### config.mk
export PLATFORM = sky130hd
export DESIGN_NAME = cipher_controller
export DESIGN_NICKNAME = d
export VERILOG_FILES = /design/src/cipher_pkg.sv /design/src/buffer_pkg.sv /design/src/cipher_controller.sv
export VERILOG_INCLUDE_DIRS = /design/src
export SDC_FILE = /design/constraint.sdc
export NUM_CORES = 1
export LEC_CHECK = 0
export ABC_AREA = 1
export BUFFER_PORTS_ARGS = -buffer_cell sky130_fd_sc_hd__clkbuf_2
export CORE_AREA = 4 4 274 276
export CTS_CLUSTER_SIZE = 20
export DETAILED_ROUTE_END_ITERATION = 7
export DIE_AREA = 0 0 278 280
export PLACE_DENSITY_LB_ADDON = 0.05
export SLEW_MARGIN = 20
export SYNTH_ARGS = -nofsm -noshare
export SYNTH_HDL_FRONTEND = slang
export SYNTH_SLANG_ARGS = --single-unit
### constraint.sdc
create_clock -name clk -period 14.8 [get_ports clk]
set_clock_uncertainty 0.05 [all_clocks]
set_input_delay 1.48 -clock clk [delete_from_list [all_inputs] [get_ports clk]]
set_output_delay 1.48 -clock clk [all_outputs]
set_load 0.005 [all_outputs]
### src/cipher_macros.svh
`ifndef CIPHER_MACROS_SVH
`define CIPHER_MACROS_SVH

// block and word geometry
`define CIPHER_BLK_W 128
`define CIPHER_WORD_W 32
`define CIPHER_BYTE_W 8

// arx core iterations
`define CIPHER_ROUNDS 8

// input block memory depth is 2**BUF_ADDR_W
`define BUF_ADDR_W 9

`endif

### src/cipher_pkg.sv
`default_nettype none
`include "cipher_macros.svh"

package cipher_pkg;

        typedef logic [`CIPHER_WORD_W-1:0] cipher_cmd_t;
        typedef logic [`CIPHER_BLK_W-1:0] cipher_blk_t;
        typedef logic [`CIPHER_BLK_W-1:0] cipher_key_t;

        // job command codes
        localparam cipher_cmd_t CMD_ECB_ENC = 32'd1;
        localparam cipher_cmd_t CMD_ECB_DEC = 32'd2;
        localparam cipher_cmd_t CMD_CBC_ENC = 32'd3;
        localparam cipher_cmd_t CMD_CBC_DEC = 32'd4;

        // host writes words little-endian, the core works big-endian
        function automatic cipher_blk_t swap_word_bytes(input cipher_blk_t blk);
                localparam int BPW = `CIPHER_WORD_W / `CIPHER_BYTE_W;
                cipher_blk_t res;
                res = '0;
                for (int w = 0; w < `CIPHER_BLK_W / `CIPHER_WORD_W; w++) begin
                        for (int b = 0; b < BPW; b++) begin
                                res[w*`CIPHER_WORD_W + b*`CIPHER_BYTE_W +: `CIPHER_BYTE_W] =
                                        blk[w*`CIPHER_WORD_W + (BPW-1-b)*`CIPHER_BYTE_W +:
                                            `CIPHER_BYTE_W];
                        end
                end
                return res;
        endfunction

        function automatic logic is_cbc(input cipher_cmd_t cmd);
                return (cmd == CMD_CBC_ENC) || (cmd == CMD_CBC_DEC);
        endfunction

        function automatic logic is_decrypt(input cipher_cmd_t cmd);
                return (cmd == CMD_ECB_DEC) || (cmd == CMD_CBC_DEC);
        endfunction

endpackage

`default_nettype wire

### src/buffer_pkg.sv
`default_nettype none
`include "cipher_macros.svh"

package buffer_pkg;

        // address into the input block memory
        typedef logic [`BUF_ADDR_W-1:0] buf_addr_t;

        // records per job, key and iv included
        typedef logic [`BUF_ADDR_W-1:0] blk_cnt_t;

endpackage

`default_nettype wire

### src/cipher_controller.sv
`default_nettype none

module cipher_controller (
        input  wire logic                     clk,
        input  wire logic                     reset,
        input  wire logic                     job_req,
        output logic                          job_ack,
        input  wire cipher_pkg::cipher_cmd_t  job_cmd,
        input  wire buffer_pkg::blk_cnt_t     job_blk_cnt,
        input  wire logic                     job_resume,
        output logic                          rd_en,
        output buffer_pkg::buf_addr_t         rd_addr,
        input  wire cipher_pkg::cipher_blk_t  rd_data,
        output logic                          core_req,
        output logic                          core_decrypt,
        output cipher_pkg::cipher_key_t       core_key,
        output cipher_pkg::cipher_blk_t       core_in,
        input  wire logic                     core_ack,
        input  wire cipher_pkg::cipher_blk_t  core_out,
        output logic                          out_we,
        output buffer_pkg::buf_addr_t         out_addr,
        output buffer_pkg::blk_cnt_t          out_blk_no,
        output cipher_pkg::cipher_blk_t       out_blk
);
        import cipher_pkg::*;
        import buffer_pkg::*;

        localparam logic [2:0] ST_IDLE = 3'd0;
        localparam logic [2:0] ST_FETCH = 3'd1;
        localparam logic [2:0] ST_KEY = 3'd2;
        localparam logic [2:0] ST_IV = 3'd3;
        localparam logic [2:0] ST_PROC = 3'd4;
        localparam logic [2:0] ST_FINISH = 3'd5;

        logic [2:0] state;
        cipher_cmd_t cmd;
        logic resume;
        blk_cnt_t cnt;
        blk_cnt_t pay_cnt;
        buf_addr_t nxt_addr;
        logic rd_vld;
        logic pf_vld;
        cipher_blk_t pf_blk;
        cipher_blk_t iv;
        cipher_blk_t res;

        // payload records left after the key and iv
        always_comb begin
                if (resume) begin
                        pay_cnt = cnt;
                end else if (is_cbc(cmd)) begin
                        pay_cnt = cnt - 2'd2;
                end else begin
                        pay_cnt = cnt - 1'b1;
                end
        end

        // cbc decrypt unchains on the way out
        assign res = (is_cbc(cmd) && is_decrypt(cmd)) ? core_out ^ iv : core_out;
        assign core_decrypt = is_decrypt(cmd);

        always_ff @(posedge clk) begin
                if (reset) begin
                        state <= ST_IDLE;
                        cmd <= '0;
                        resume <= 1'b0;
                        cnt <= '0;
                        nxt_addr <= '0;
                        rd_en <= 1'b0;
                        rd_vld <= 1'b0;
                        pf_vld <= 1'b0;
                        core_req <= 1'b0;
                        core_key <= '0;
                        iv <= '0;
                        job_ack <= 1'b0;
                        out_we <= 1'b0;
                        out_blk_no <= '0;
                end else begin
                        rd_en <= 1'b0;
                        rd_vld <= rd_en;
                        out_we <= 1'b0;

                        case (state)
                        ST_IDLE: begin
                                if (job_req && !job_ack) begin
                                        cmd <= job_cmd;
                                        resume <= job_resume;
                                        cnt <= job_blk_cnt;
                                        nxt_addr <= '0;
                                        pf_vld <= 1'b0;
                                        out_blk_no <= '0;
                                        state <= ST_FETCH;
                                end
                        end
                        ST_FETCH: begin
                                // resumed jobs keep key and iv, all records are payload
                                if (resume) begin
                                        state <= ST_PROC;
                                end else begin
                                        rd_en <= 1'b1;
                                        rd_addr <= nxt_addr;
                                        nxt_addr <= nxt_addr + 1'b1;
                                        state <= ST_KEY;
                                end
                        end
                        ST_KEY: begin
                                if (rd_vld) begin
                                        core_key <= swap_word_bytes(rd_data);
                                        if (is_cbc(cmd)) begin
                                                rd_en <= 1'b1;
                                                rd_addr <= nxt_addr;
                                                nxt_addr <= nxt_addr + 1'b1;
                                                state <= ST_IV;
                                        end else begin
                                                state <= ST_PROC;
                                        end
                                end
                        end
                        ST_IV: begin
                                if (rd_vld) begin
                                        iv <= swap_word_bytes(rd_data);
                                        state <= ST_PROC;
                                end
                        end
                        ST_PROC: begin
                                // prefetch the next block while the core is busy
                                if (!pf_vld && !rd_en && !rd_vld && nxt_addr < cnt) begin
                                        rd_en <= 1'b1;
                                        rd_addr <= nxt_addr;
                                        nxt_addr <= nxt_addr + 1'b1;
                                end
                                if (rd_vld) begin
                                        pf_blk <= swap_word_bytes(rd_data);
                                        pf_vld <= 1'b1;
                                end

                                // launch once the previous handshake has fully closed
                                if (pf_vld && !core_req && !core_ack) begin
                                        core_in <= (is_cbc(cmd) && !is_decrypt(cmd)) ?
                                                pf_blk ^ iv : pf_blk;
                                        core_req <= 1'b1;
                                        pf_vld <= 1'b0;
                                end

                                if (core_req && core_ack) begin
                                        core_req <= 1'b0;
                                        out_we <= 1'b1;
                                        out_addr <= out_blk_no;
                                        out_blk_no <= out_blk_no + 1'b1;
                                        out_blk <= swap_word_bytes(res);
                                        if (is_cbc(cmd)) begin
                                                iv <= is_decrypt(cmd) ? core_in : core_out;
                                        end
                                end

                                if (out_blk_no == pay_cnt && !core_req && !core_ack) begin
                                        state <= ST_FINISH;
                                end
                        end
                        ST_FINISH: begin
                                job_ack <= 1'b1;
                                if (job_ack && !job_req) begin
                                        job_ack <= 1'b0;
                                        state <= ST_IDLE;
                                end
                        end
                        default: state <= ST_IDLE;
                        endcase
                end
        end

endmodule

`default_nettype wire

==> results of run 1 <==
==> report_power, final <==
part / switching [µW] / leakage [µW] / total [µW] / internal [µW]
Clock: 809 / 0.00121 / 1920 / 1110
Combinational: 562 / 0.00696 / 806 / 244
Sequential: 95.7 / 0.00625 / 2330 / 2240
Total: 1470 / 0.0144 / 5060 / 3590
==> worst paths after layout <==
check | start | depth (start not counted) | to | slack, ps
worst max-delay path | cmd[23]$_SDFFE_PP0P_ | 8 | core_decrypt | 10510
worst min register to register | core_key[59]$_SDFFE_PP0P_ | 2 | core_key[59]$_SDFFE_PP0P_ | 410
worst min-delay path | core_key[59]$_SDFFE_PP0P_ | 2 | core_key[59]$_SDFFE_PP0P_ | 410
worst max register to register | cmd[23]$_SDFFE_PP0P_ | 11 | core_in[79]$_DFFE_PP_ | 10900
==> cell type report <==
cell class / count / area, µm² / share of cell area [%]
Sequential cell: 727 / 18600 / 49.8
Multi-Input combinational cell: 1938 / 10500 / 28.2
Timing Repair Buffer: 742 / 3810 / 10.2
Clock buffer: 123 / 2280 / 6.10
Tap cell: 959 / 1200 / 3.22
Inverter: 185 / 718 / 1.92
Clock inverter: 23 / 198 / 0.530
Antenna cell: 5 / 12.5 / 0.0335
==> kinds of logic (layout without fill, tap and decap cells) <==
logic type | count (synthesis) | after routing | share of synthesized area (%)
AO/OA/AOI/OAI | 742 | 742 | 12.7
flip-flops | 727 | 727 | 60.6
AND/OR/NAND/NOR | 916 | 916 | 13.3
XOR/XNOR | 268 | 268 | 7.66
adder cells (fa/ha/maj) | 12 | 12 | 0.490
buffers and inverters | 411 | 1073 | 5.25
other | 0 | 5 | 0
==> placed cells by master (no fill, tap or decap), types with 2 or more instances in the layout <==
cell         n
o21ai_1     22
nand3_1    416
a21oi_1    287
nor2_1     122
xor2_1     137
nand2_2      3
nand4_1      5
diode_2      5
inv_4        2
nor2_2       6
clkbuf_2   716
buf_4       21
xnor2_1    131
clkbuf_16   82
inv_2        3
clkinv_1     7
inv_6        5
buf_6        4
nor3_1       9
a21oi_4      2
o21ai_0    294
o21bai_1     2
dfxtp_1    324
nor2_4       3
clkbuf_8     7
nor3b_1      2
edfxtp_1   402
inv_1      175
clkinv_2    11
nand2_1    342
o211ai_1     2
bufinv_16    3
a31oi_1    129
clkbuf_1    34
ha_1        12
==> per-stage QoR <==
step                      instance area (µm²)  std cells  hold WS [ps]  power, µW  util (%)
after CTS                               37300       4697           412       5100      51.4
after floorplan                         30700       3076           382       2900         -
after global routing                    37300       4700           429       5300      51.4
after global placement                  34800       4551           397       3160      48.0
final                                   37300       4702           410       5060      51.4
after detailed placement                34800       4551           403       3180      48.0
==> registers in the layout, summed over array words and instances, names as in the netlist, 9 cells and up <==
name,flops
rd_addr,9
core_in,128
iv,128
cnt,9
out_addr,9
cmd,32
out_blk_no,9
out_blk,128
core_key,128
pf_blk,128
nxt_addr,9
==> routing by layer <==
| layer | routed length, µm | track usage [%] | part of all wire, % | vias to the layer above |
|---|---|---|---|---|
| met5 | 21 | 0 | 0.020 | - |
| met4 | 4020 | 9.51 | 3.7 | 4 |
| met3 | 8350 | 5.62 | 7.8 | 160 |
| met2 | 51100 | 43.2 | 48 | 1024 |
| met1 | 43700 | 34.5 | 41 | 12400 |
| li1 | - | - | - | 11900 |
==> tightest hold or removal path, delay by kind of cell (launching register included) <==
family	cells	cell delay, ps
AO/OA/AOI/OAI	1	50
flip-flops	1	310
AND/OR/NAND/NOR	1	60
==> summary.md, run 1 <==
| Metric | Value |
|---|---|
| Outcome | `complete, no violations` |
| Crit path time final | `4290 ps` |
| Die Y | `280 µm` |
| Syn nets | `3390` |
| Drt via density | `5.41` |
| EDFF count, synth | `402` |
| Area grow syn2layout | `21.8%` |
| RSZ-0062 raised after global routing | `false` |
| Worst Hold Class | `flop to flop` |
| Area share of the largest cell type after synthesis | `39.4%` |
| Buf+Inv Stages, Crit Path | `2` |
| Clock Sinks | `727` |
| Layout cells sized above 1 | `23.5%` |
| Post-CTS Hold Fix Bufs | `0` |
| Clock Tree Buf Depth | `3` |
| Avg WL per Cell | `22.8 µm` |
| Most frequent cell after synthesis | `nand3_1` |
| Max Freq | `233 MHz` |
| Final nets | `3987` |
| Number of port buffers | `717` |
| Worst path max stage delay | `700 ps` |
| Wire length of the first global-routing pass | `158000 µm` |
| CP max stage cell | `inv_4` |
| Num CTS Buffers | `79` |
| Placeable Area | `72600 µm²` |
| Worst-path cell chain | `nor2_1 > nand2_1 > nor2_1 > nand2_1 > nor2_1 > o21ai_4 > inv_4 > clkbuf_2` |
| Worst Path Required | `13270 ps` |
| Fill cells | `6751` |
| Worst setup EP type | `primary output` |
| Skew-Pair Late Insertion Delay | `610 ps` |
| Final Hold Viols | `0` |
| Largest net degree at the start of global routing | `170` |
| Global route overflow | `0` |
| Setup WS pre-CTS | `10480 ps` |
| Leak pwr | `0.0144 µW` |
| Post-CTS Setup Bufs | `0` |
| I/O pin count | `718` |
| Pre-antenna DRT Iters | `6` |
| Top cells by area, synth | `edfxtp_1, dfxtp_1, nand3_1` |
| Pwr Density | `136 nW/µm²` |
| Ys async rst share | `0%` |
| Vias | `25500` |
| Initial Util | `42.2%` |
| Crit-path leading delay family | `buffers and inverters` |
| Most used cell, CP | `nor2_1` |
| Die Width | `278 µm` |
| Routability Congestion | `0.863` |
| Post-CTS sizing | `0` |
| CTS tree | `yes` |
| Total track usage | `26.3%` |
| Clock-pin transition on the worst setup and hold timing paths | `60 ps` |
| Worst slew margin relative to its limit | `26.3%` |
| Kind of critical path | `flop to primary output` |
| Final max-slew violation count | `0` |
| Fin crit share | `29.0%` |
| Worst Path Arrival | `2760 ps` |
| Setup ws final | `10510 ps` |
| FP Rows | `99` |
| Post-Syn Instances | `3076` |
| Worst setup SP type | `flop` |
| Die Footprint | `77800 µm²` |
| Worst Tran Pin Value | `1110 ps` |
| Yosys warns | `0` |
| Final antenna-violating net count | `0` |
| Seq/Total Area, Yosys | `60.6%` |
| Ys flop type | `edfxtp_1` |
| Post-synthesis cell type count | `38` |
| Max-Cap Viols | `0` |
| Number of global-route vias before repair | `24400` |
| Avg Inst Size Synth | `9.96 µm²` |
| Post-synth top area cell | `edfxtp_1` |
| VDD IR max | `0.0782 mV` |
| Yosys reg bits | `727` |
| Most frequent cells after synthesis | `nand3_1, edfxtp_1, nand2_1` |
| Initial antenna violation count | `6` |
| Crit path max fanout | `66` |
| Root buf cell | `clkbuf_16` |
| TNS Setup | `0 ps` |
| Mapped cell area | `30700 µm²` |
| Post-DP HPWL | `72300 µm` |
| DRT iter0 DRCs | `2306` |
| H-tree Lvls | `3` |
| Residual DRC count | `0` |
| WL final | `107000 µm` |
| Final-report setup violation count | `0` |
No activity file was read; power rests on OpenSTA's default activity.
==> inputs of run 2 (changes only) <==
clock period = 3.9 ns   (was 14.8 ns; I/O delays follow)
==> summary.md, run 2 (same netlist as run 1, synthesis figures left out) <==
| Metric | Value |
|---|---|
| Area grow syn2layout | `28.1%` |
| Logic gate share of total power | `16.2%` |
| Pwr Density | `507 nW/µm²` |
| Clk network pwr share | `39.4%` |
| I/O pin count | `718` |
| DRT iter0 DRCs | `2196` |
| Largest net degree at the start of global routing | `219` |
| Crit path time final | `2840 ps` |
| Clock Tree Buf Depth | `3` |
| Outcome | `complete, no violations` |
| DP Area | `35000 µm²` |
| WL final | `108000 µm` |
| Root buf cell | `clkbuf_16` |
| H-tree Lvls | `3` |
| Commonest cells after routing, fill and taps aside | `clkbuf_2, nand3_1, edfxtp_1, nand2_1, dfxtp_1` |
| Worst slew margin relative to its limit | `26.5%` |
| Final max-slew violation count | `0` |
| Post-CTS Setup Bufs | `0` |
| Pre-antenna DRT Iters | `6` |
| Fill cells | `6565` |
| Max Freq | `353 MHz` |
| Worst Hold Class | `primary input to flop` |
| Final core occ | `54.1%` |
| Number of global-route vias before repair | `25400` |
| Post-CTS Hold Fix Bufs | `150` |
| Final antenna-violating net count | `0` |
| Fin crit share | `72.7%` |
| Clock-pin transition on the worst setup and hold timing paths | `60 ps` |
| Post-DP HPWL | `71200 µm` |
| Worst Path Arrival | `2400 ps` |
| Drt via density | `5.37` |
| FP Rows | `99` |
| Cell-internal power | `14200 µW` |
| Worst setup SP type | `flop` |
| Crit path max fanout | `29` |
| Layout cells sized above 1 | `23.2%` |
| Wire length of the first global-routing pass | `160000 µm` |
| Final nets | `4140` |
| Routability Congestion | `0.855` |
| Num CTS Buffers | `81` |
| Max-Cap Viols | `0` |
| Global route overflow | `0` |
| Worst Tran Pin Value | `1100 ps` |
| VDD IR max | `0.343 mV` |
| Initial Util | `42.2%` |
| Residual DRC count | `0` |
| Initial antenna violation count | `15` |
| Worst Path Required | `3460 ps` |
| Kind of critical path | `flop to primary output` |
| Leak pwr | `0.0152 µW` |
| CTS tree | `yes` |
| Worst setup EP type | `primary output` |
| Hold Crit Depth | `1` |
| NetSw | `5680 µW` |
| Post-CTS sizing | `0` |
| Clock Sinks | `727` |
| Final Hold Viols | `0` |
| Vias | `26100` |
| Die Footprint | `77800 µm²` |
| RSZ-0062 raised after global routing | `false` |
| Die Width | `278 µm` |
| Design Area, Final | `39300 µm²` |
| Number of port buffers | `717` |
| Sequential power share | `44.4%` |
| Reg2Reg Depth | `9` |
| Avg WL per Cell | `22.2 µm` |
| Skew-Pair Late Insertion Delay | `610 ps` |
| Switching Fraction | `28.6%` |
| Placeable Area | `72600 µm²` |
| Final-report setup violation count | `0` |
| Total track usage | `26.3%` |
| Die Y | `280 µm` |
| Commonest non-fill, non-tap cell in the layout | `clkbuf_2` |
[run 2: cell type report]
type	instances	area [µm²]	share of cell area (%)
well taps	959	1200	3.06
multi-input cells	1938	10500	26.8
clock inverters	29	279	0.711
diodes	10	25.0	0.0637
repair buffers	893	5470	13.9
clock buffers	121	2450	6.23
inverters	185	718	1.83
flip-flops and latches	727	18600	47.3
[run 2: worst max-delay path, cell delays in order, from the launching register on]
cell,delay (ps)
dfxtp_1,310
nor2_1,100
nand2_1,60
nor2_1,160
nand2_1,140
nor2_1,270
o21ai_4,160
inv_4,340
clkbuf_2,210
[run 2: stage by stage]
stage	setup TNS (ps)	power, µW	setup slack [ps]	hold WS, ps	cells
global placement	0	12000	1280	397	4552
detailed placement	0	12100	1280	401	4552
finish	0	19900	1060	30.5	4862
CTS	0	20000	1000	0.120	4852
global route	0	20800	868	7.05	4859
floorplan	-73480	11000	-571	382	3076
[run 2: routing by layer]
layer | global-route usage [%] | wire length (µm) | up-vias
met5 | 0 | 44 | -
met4 | 9.01 | 3780 | 6
met3 | 6.94 | 9370 | 182
met2 | 43.7 | 51800 | 1110
met1 | 33.6 | 42800 | 12600
li1 | - | - | 12200
[run 2: worst paths after layout]
| path | from | endpoint | slack, ps |
|---|---|---|---|
| setup / recovery | cmd[28]$_SDFFE_PP0P_ | core_decrypt | 1060 |
| hold / removal | rd_data[70] | pf_blk[94]$_DFFE_PP_ | 30 |
| setup reg to reg | state[0]$_SDFFE_PP0P_ | state[2]$_SDFFE_PP0P_ | 1150 |
| hold reg to reg | rd_en$_SDFF_PP0_ | rd_vld$_SDFF_PP0_ | 410 |
[run 2: power by group through the flow]
| stage | Clock, µW | Combinational, µW | Sequential (µW) |
|---|---|---|---|
| final | 7840 | 3230 | 8820 |
| after global routing | 8320 | 3620 | 8880 |
| after CTS | 8000 | 3220 | 8820 |
| after detailed placement | 0 | 3090 | 8980 |
| after global placement | 0 | 3030 | 8960 |
| after floorplan | 0 | 2160 | 8860 |
==> inputs of run 3 (changes only) <==
ABC_AREA = 0   (was 1)
CORE_AREA = 4 4 279 281   (was 4 4 274 276)
DIE_AREA = 0 0 283 285   (was 0 0 278 280)
clock period = 2.35 ns   (was 3.9 ns; I/O delays follow)
==> summary.md, run 3 <==
| Metric | Value |
|---|---|
| Violated checks | `setup timing` |
| CP startpoint | `cmd[20]$_SDFFE_PP0P_` |
| Num CTS Buffers | `83` |
| Die Footprint | `80700 µm²` |
| Final-report setup violation count | `260` |
| Ys flop type | `edfxtp_1` |
| Fill cells | `6382` |
| VDD IR max | `0.490 mV` |
| Seq/Total Area, Yosys | `61.9%` |
| Reg2Reg Capture Point | `out_blk[102]$_DFFE_PP_` |
| Post-Syn Instances | `2812` |
| Ys async rst share | `0%` |
| Crit path capture | `out_blk[102]$_DFFE_PP_` |
| Final nets | `4214` |
| Post-DP HPWL | `73500 µm` |
| CTS tree | `yes` |
| Crit path time final | `2620 ps` |
| Wire length of the first global-routing pass | `159000 µm` |
| Placeable Area | `75400 µm²` |
| Worst slew margin relative to its limit | `28.4%` |
| Post-synthesis cell type count | `55` |
| Die Width | `283 µm` |
| Avg WL per Cell | `22.2 µm` |
| Reg2Reg Depth | `11` |
| I/O pin count | `718` |
| Worst Path Arrival | `2960 ps` |
| Max Freq | `381 MHz` |
| Worst Path Required | `2690 ps` |
| Initial antenna violation count | `8` |
| Avg Inst Size Synth | `10.7 µm²` |
| Yosys warns | `0` |
| Pwr Density | `712 nW/µm²` |
| Routability Congestion | `0.848` |
| Syn nets | `3126` |
| Root buf cell | `clkbuf_16` |
| Largest net degree at the start of global routing | `122` |
| Layout cells sized above 1 | `31.5%` |
| Kind of critical path | `flop to flop` |
| Setup ws final | `-274 ps` |
| Area share of the largest cell type after synthesis | `40.2%` |
| Skew-Pair Late Insertion Delay | `630 ps` |
| Drt via density | `5.12` |
| Max-Cap Viols | `0` |
| Final antenna-violating net count | `0` |
| Register area | `18600 µm²` |
| Worst r2r src | `cmd[20]$_SDFFE_PP0P_` |
| Final Hold Viols | `0` |
| Commonest non-fill, non-tap cell in the layout | `clkbuf_2` |
| Vias | `25400` |
| DRT iter0 DRCs | `1645` |
| Fin crit share | `112%` |
| Number of global-route vias before repair | `25500` |
| Worst setup SP type | `flop` |
| Most frequent cell after synthesis | `nand2_1` |
| Number of port buffers | `717` |
| WL final | `110000 µm` |
| FP Rows | `101` |
| Worst Tran Pin Value | `1070 ps` |
| Multi-input logic area | `12300 µm²` |
| Setup WS pre-CTS | `-342 ps` |
| Final max-slew violation count | `0` |
| Clock Sinks | `727` |
| Die Y | `285 µm` |
| Min Hold Slack | `51.5 ps` |
| EDFF count, synth | `402` |
| TNS Setup | `-47430 ps` |
| Crit path max fanout | `7` |
| Residual DRC count | `0` |
| Total track usage | `25.6%` |
| Leak pwr | `0.0180 µW` |
| Area grow syn2layout | `47.7%` |
| Most frequent cells after synthesis | `nand2_1, edfxtp_1, dfxtp_1` |
| Worst Hold Class | `primary input to flop` |
| Clock Tree Buf Depth | `3` |
| H-tree Lvls | `3` |
| Pre-antenna DRT Iters | `7` |
| Global route overflow | `0` |
| Outcome | `finished with violations` |
| Clock-pin transition on the worst setup and hold timing paths | `60 ps` |
| RSZ-0062 raised after global routing | `true` |
| Worst setup EP type | `flop` |
| Reg2reg setup slack | `-270 ps` |
| Initial Util | `39.8%` |
| Top cells by area, synth | `edfxtp_1, dfxtp_1, nand2_1` |
| Post-synth top area cell | `edfxtp_1` |
| Mapped cell area | `30000 µm²` |
| Yosys reg bits | `727` |
| Commonest cells after routing, fill and taps aside | `clkbuf_2, nand2_1, edfxtp_1, dfxtp_1, a21oi_1` |
-- run 3: cell families after synthesis --
group / share of synthesized area [%]
fa+ha+maj: 0.500
simple gates: 12.7
mux: 4.49
xor+xnor: 8.06
compound gates: 9.71
flops: 61.9
buf+inv: 2.66
-- run 3: per-stage QoR --
stage	total power, µW	instances	util [%]	area [µm²]
after CTS	31600	4925	56.5	42600
after floorplan	16100	2812	-	30100
after global routing	32800	4950	58.7	44300
after detailed placement	17600	4442	47.4	35700
final	31600	4952	58.8	44300
after global placement	17500	4442	47.4	35700
-- run 3: routing by layer --
layer / part of all wire (%) / track usage (%) / vias up
li1: - / - / 11900
met1: 40 / 31.3 / 12400
met2: 50 / 44.0 / 868
met3: 6.6 / 5.68 / 211
met4: 4.0 / 10.3 / 8
met5: 0.061 / 0 / -
-- run 3: timing repair --
| action | CTS | global route |
|---|---|---|
| gates resized for setup | 123 | 298 |
| setup endpoints to repair | 275 | 351 |
| hold endpoints to repair | 470 | 0 |
| hold buffers | 300 | 0 |
| pin swaps | 72 | 150 |
| cloned | 13 | 14 |
| setup buffers | 20 | 17 |
-- run 3: power by group --
group | leakage [µW] | switching [µW] | total, µW | internal (µW)
Combinational | 0.0104 | 2310 | 4230 | 1910
Clock | 0.00139 | 5430 | 13400 | 7980
Sequential | 0.00623 | 236 | 13900 | 13700
-- run 3: worst min-delay path by stage --
stage,from,end,slack [ps],cells after the start
after floorplan,core_ack,core_req$_SDFFE_PP0P_,280,1
after global placement,core_key[73]$_SDFFE_PP0P_,core_key[73]$_SDFFE_PP0P_,390,2
after detailed placement,core_key[6]$_SDFFE_PP0P_,core_key[6]$_SDFFE_PP0P_,400,2
after CTS,job_req,job_ack$_SDFFE_PP0P_,20,3
after global routing,job_req,job_ack$_SDFFE_PP0P_,80,3
final,job_req,job_ack$_SDFFE_PP0P_,50,3
-- run 3: worst max-delay path: stages, from the launching register on --
cell     delay, ps
dfxtp_2        330
nor4_4         260
nand4_1        200
buf_4          190
or3_4          420
nor2_4         160
buf_12         150
buf_12         120
buf_12         150
buf_12         160
nand2_4         60
xnor2_2        130
-- run 3: cell type report --
type	count	area share [%]
diodes	4	0.0226
flip-flops and latches	727	41.9
inverters	16	0.135
clock inverters	38	1.06
multi-input cells	1883	27.7
well taps	978	2.76
clock buffers	117	5.34
repair buffers	1189	21.1
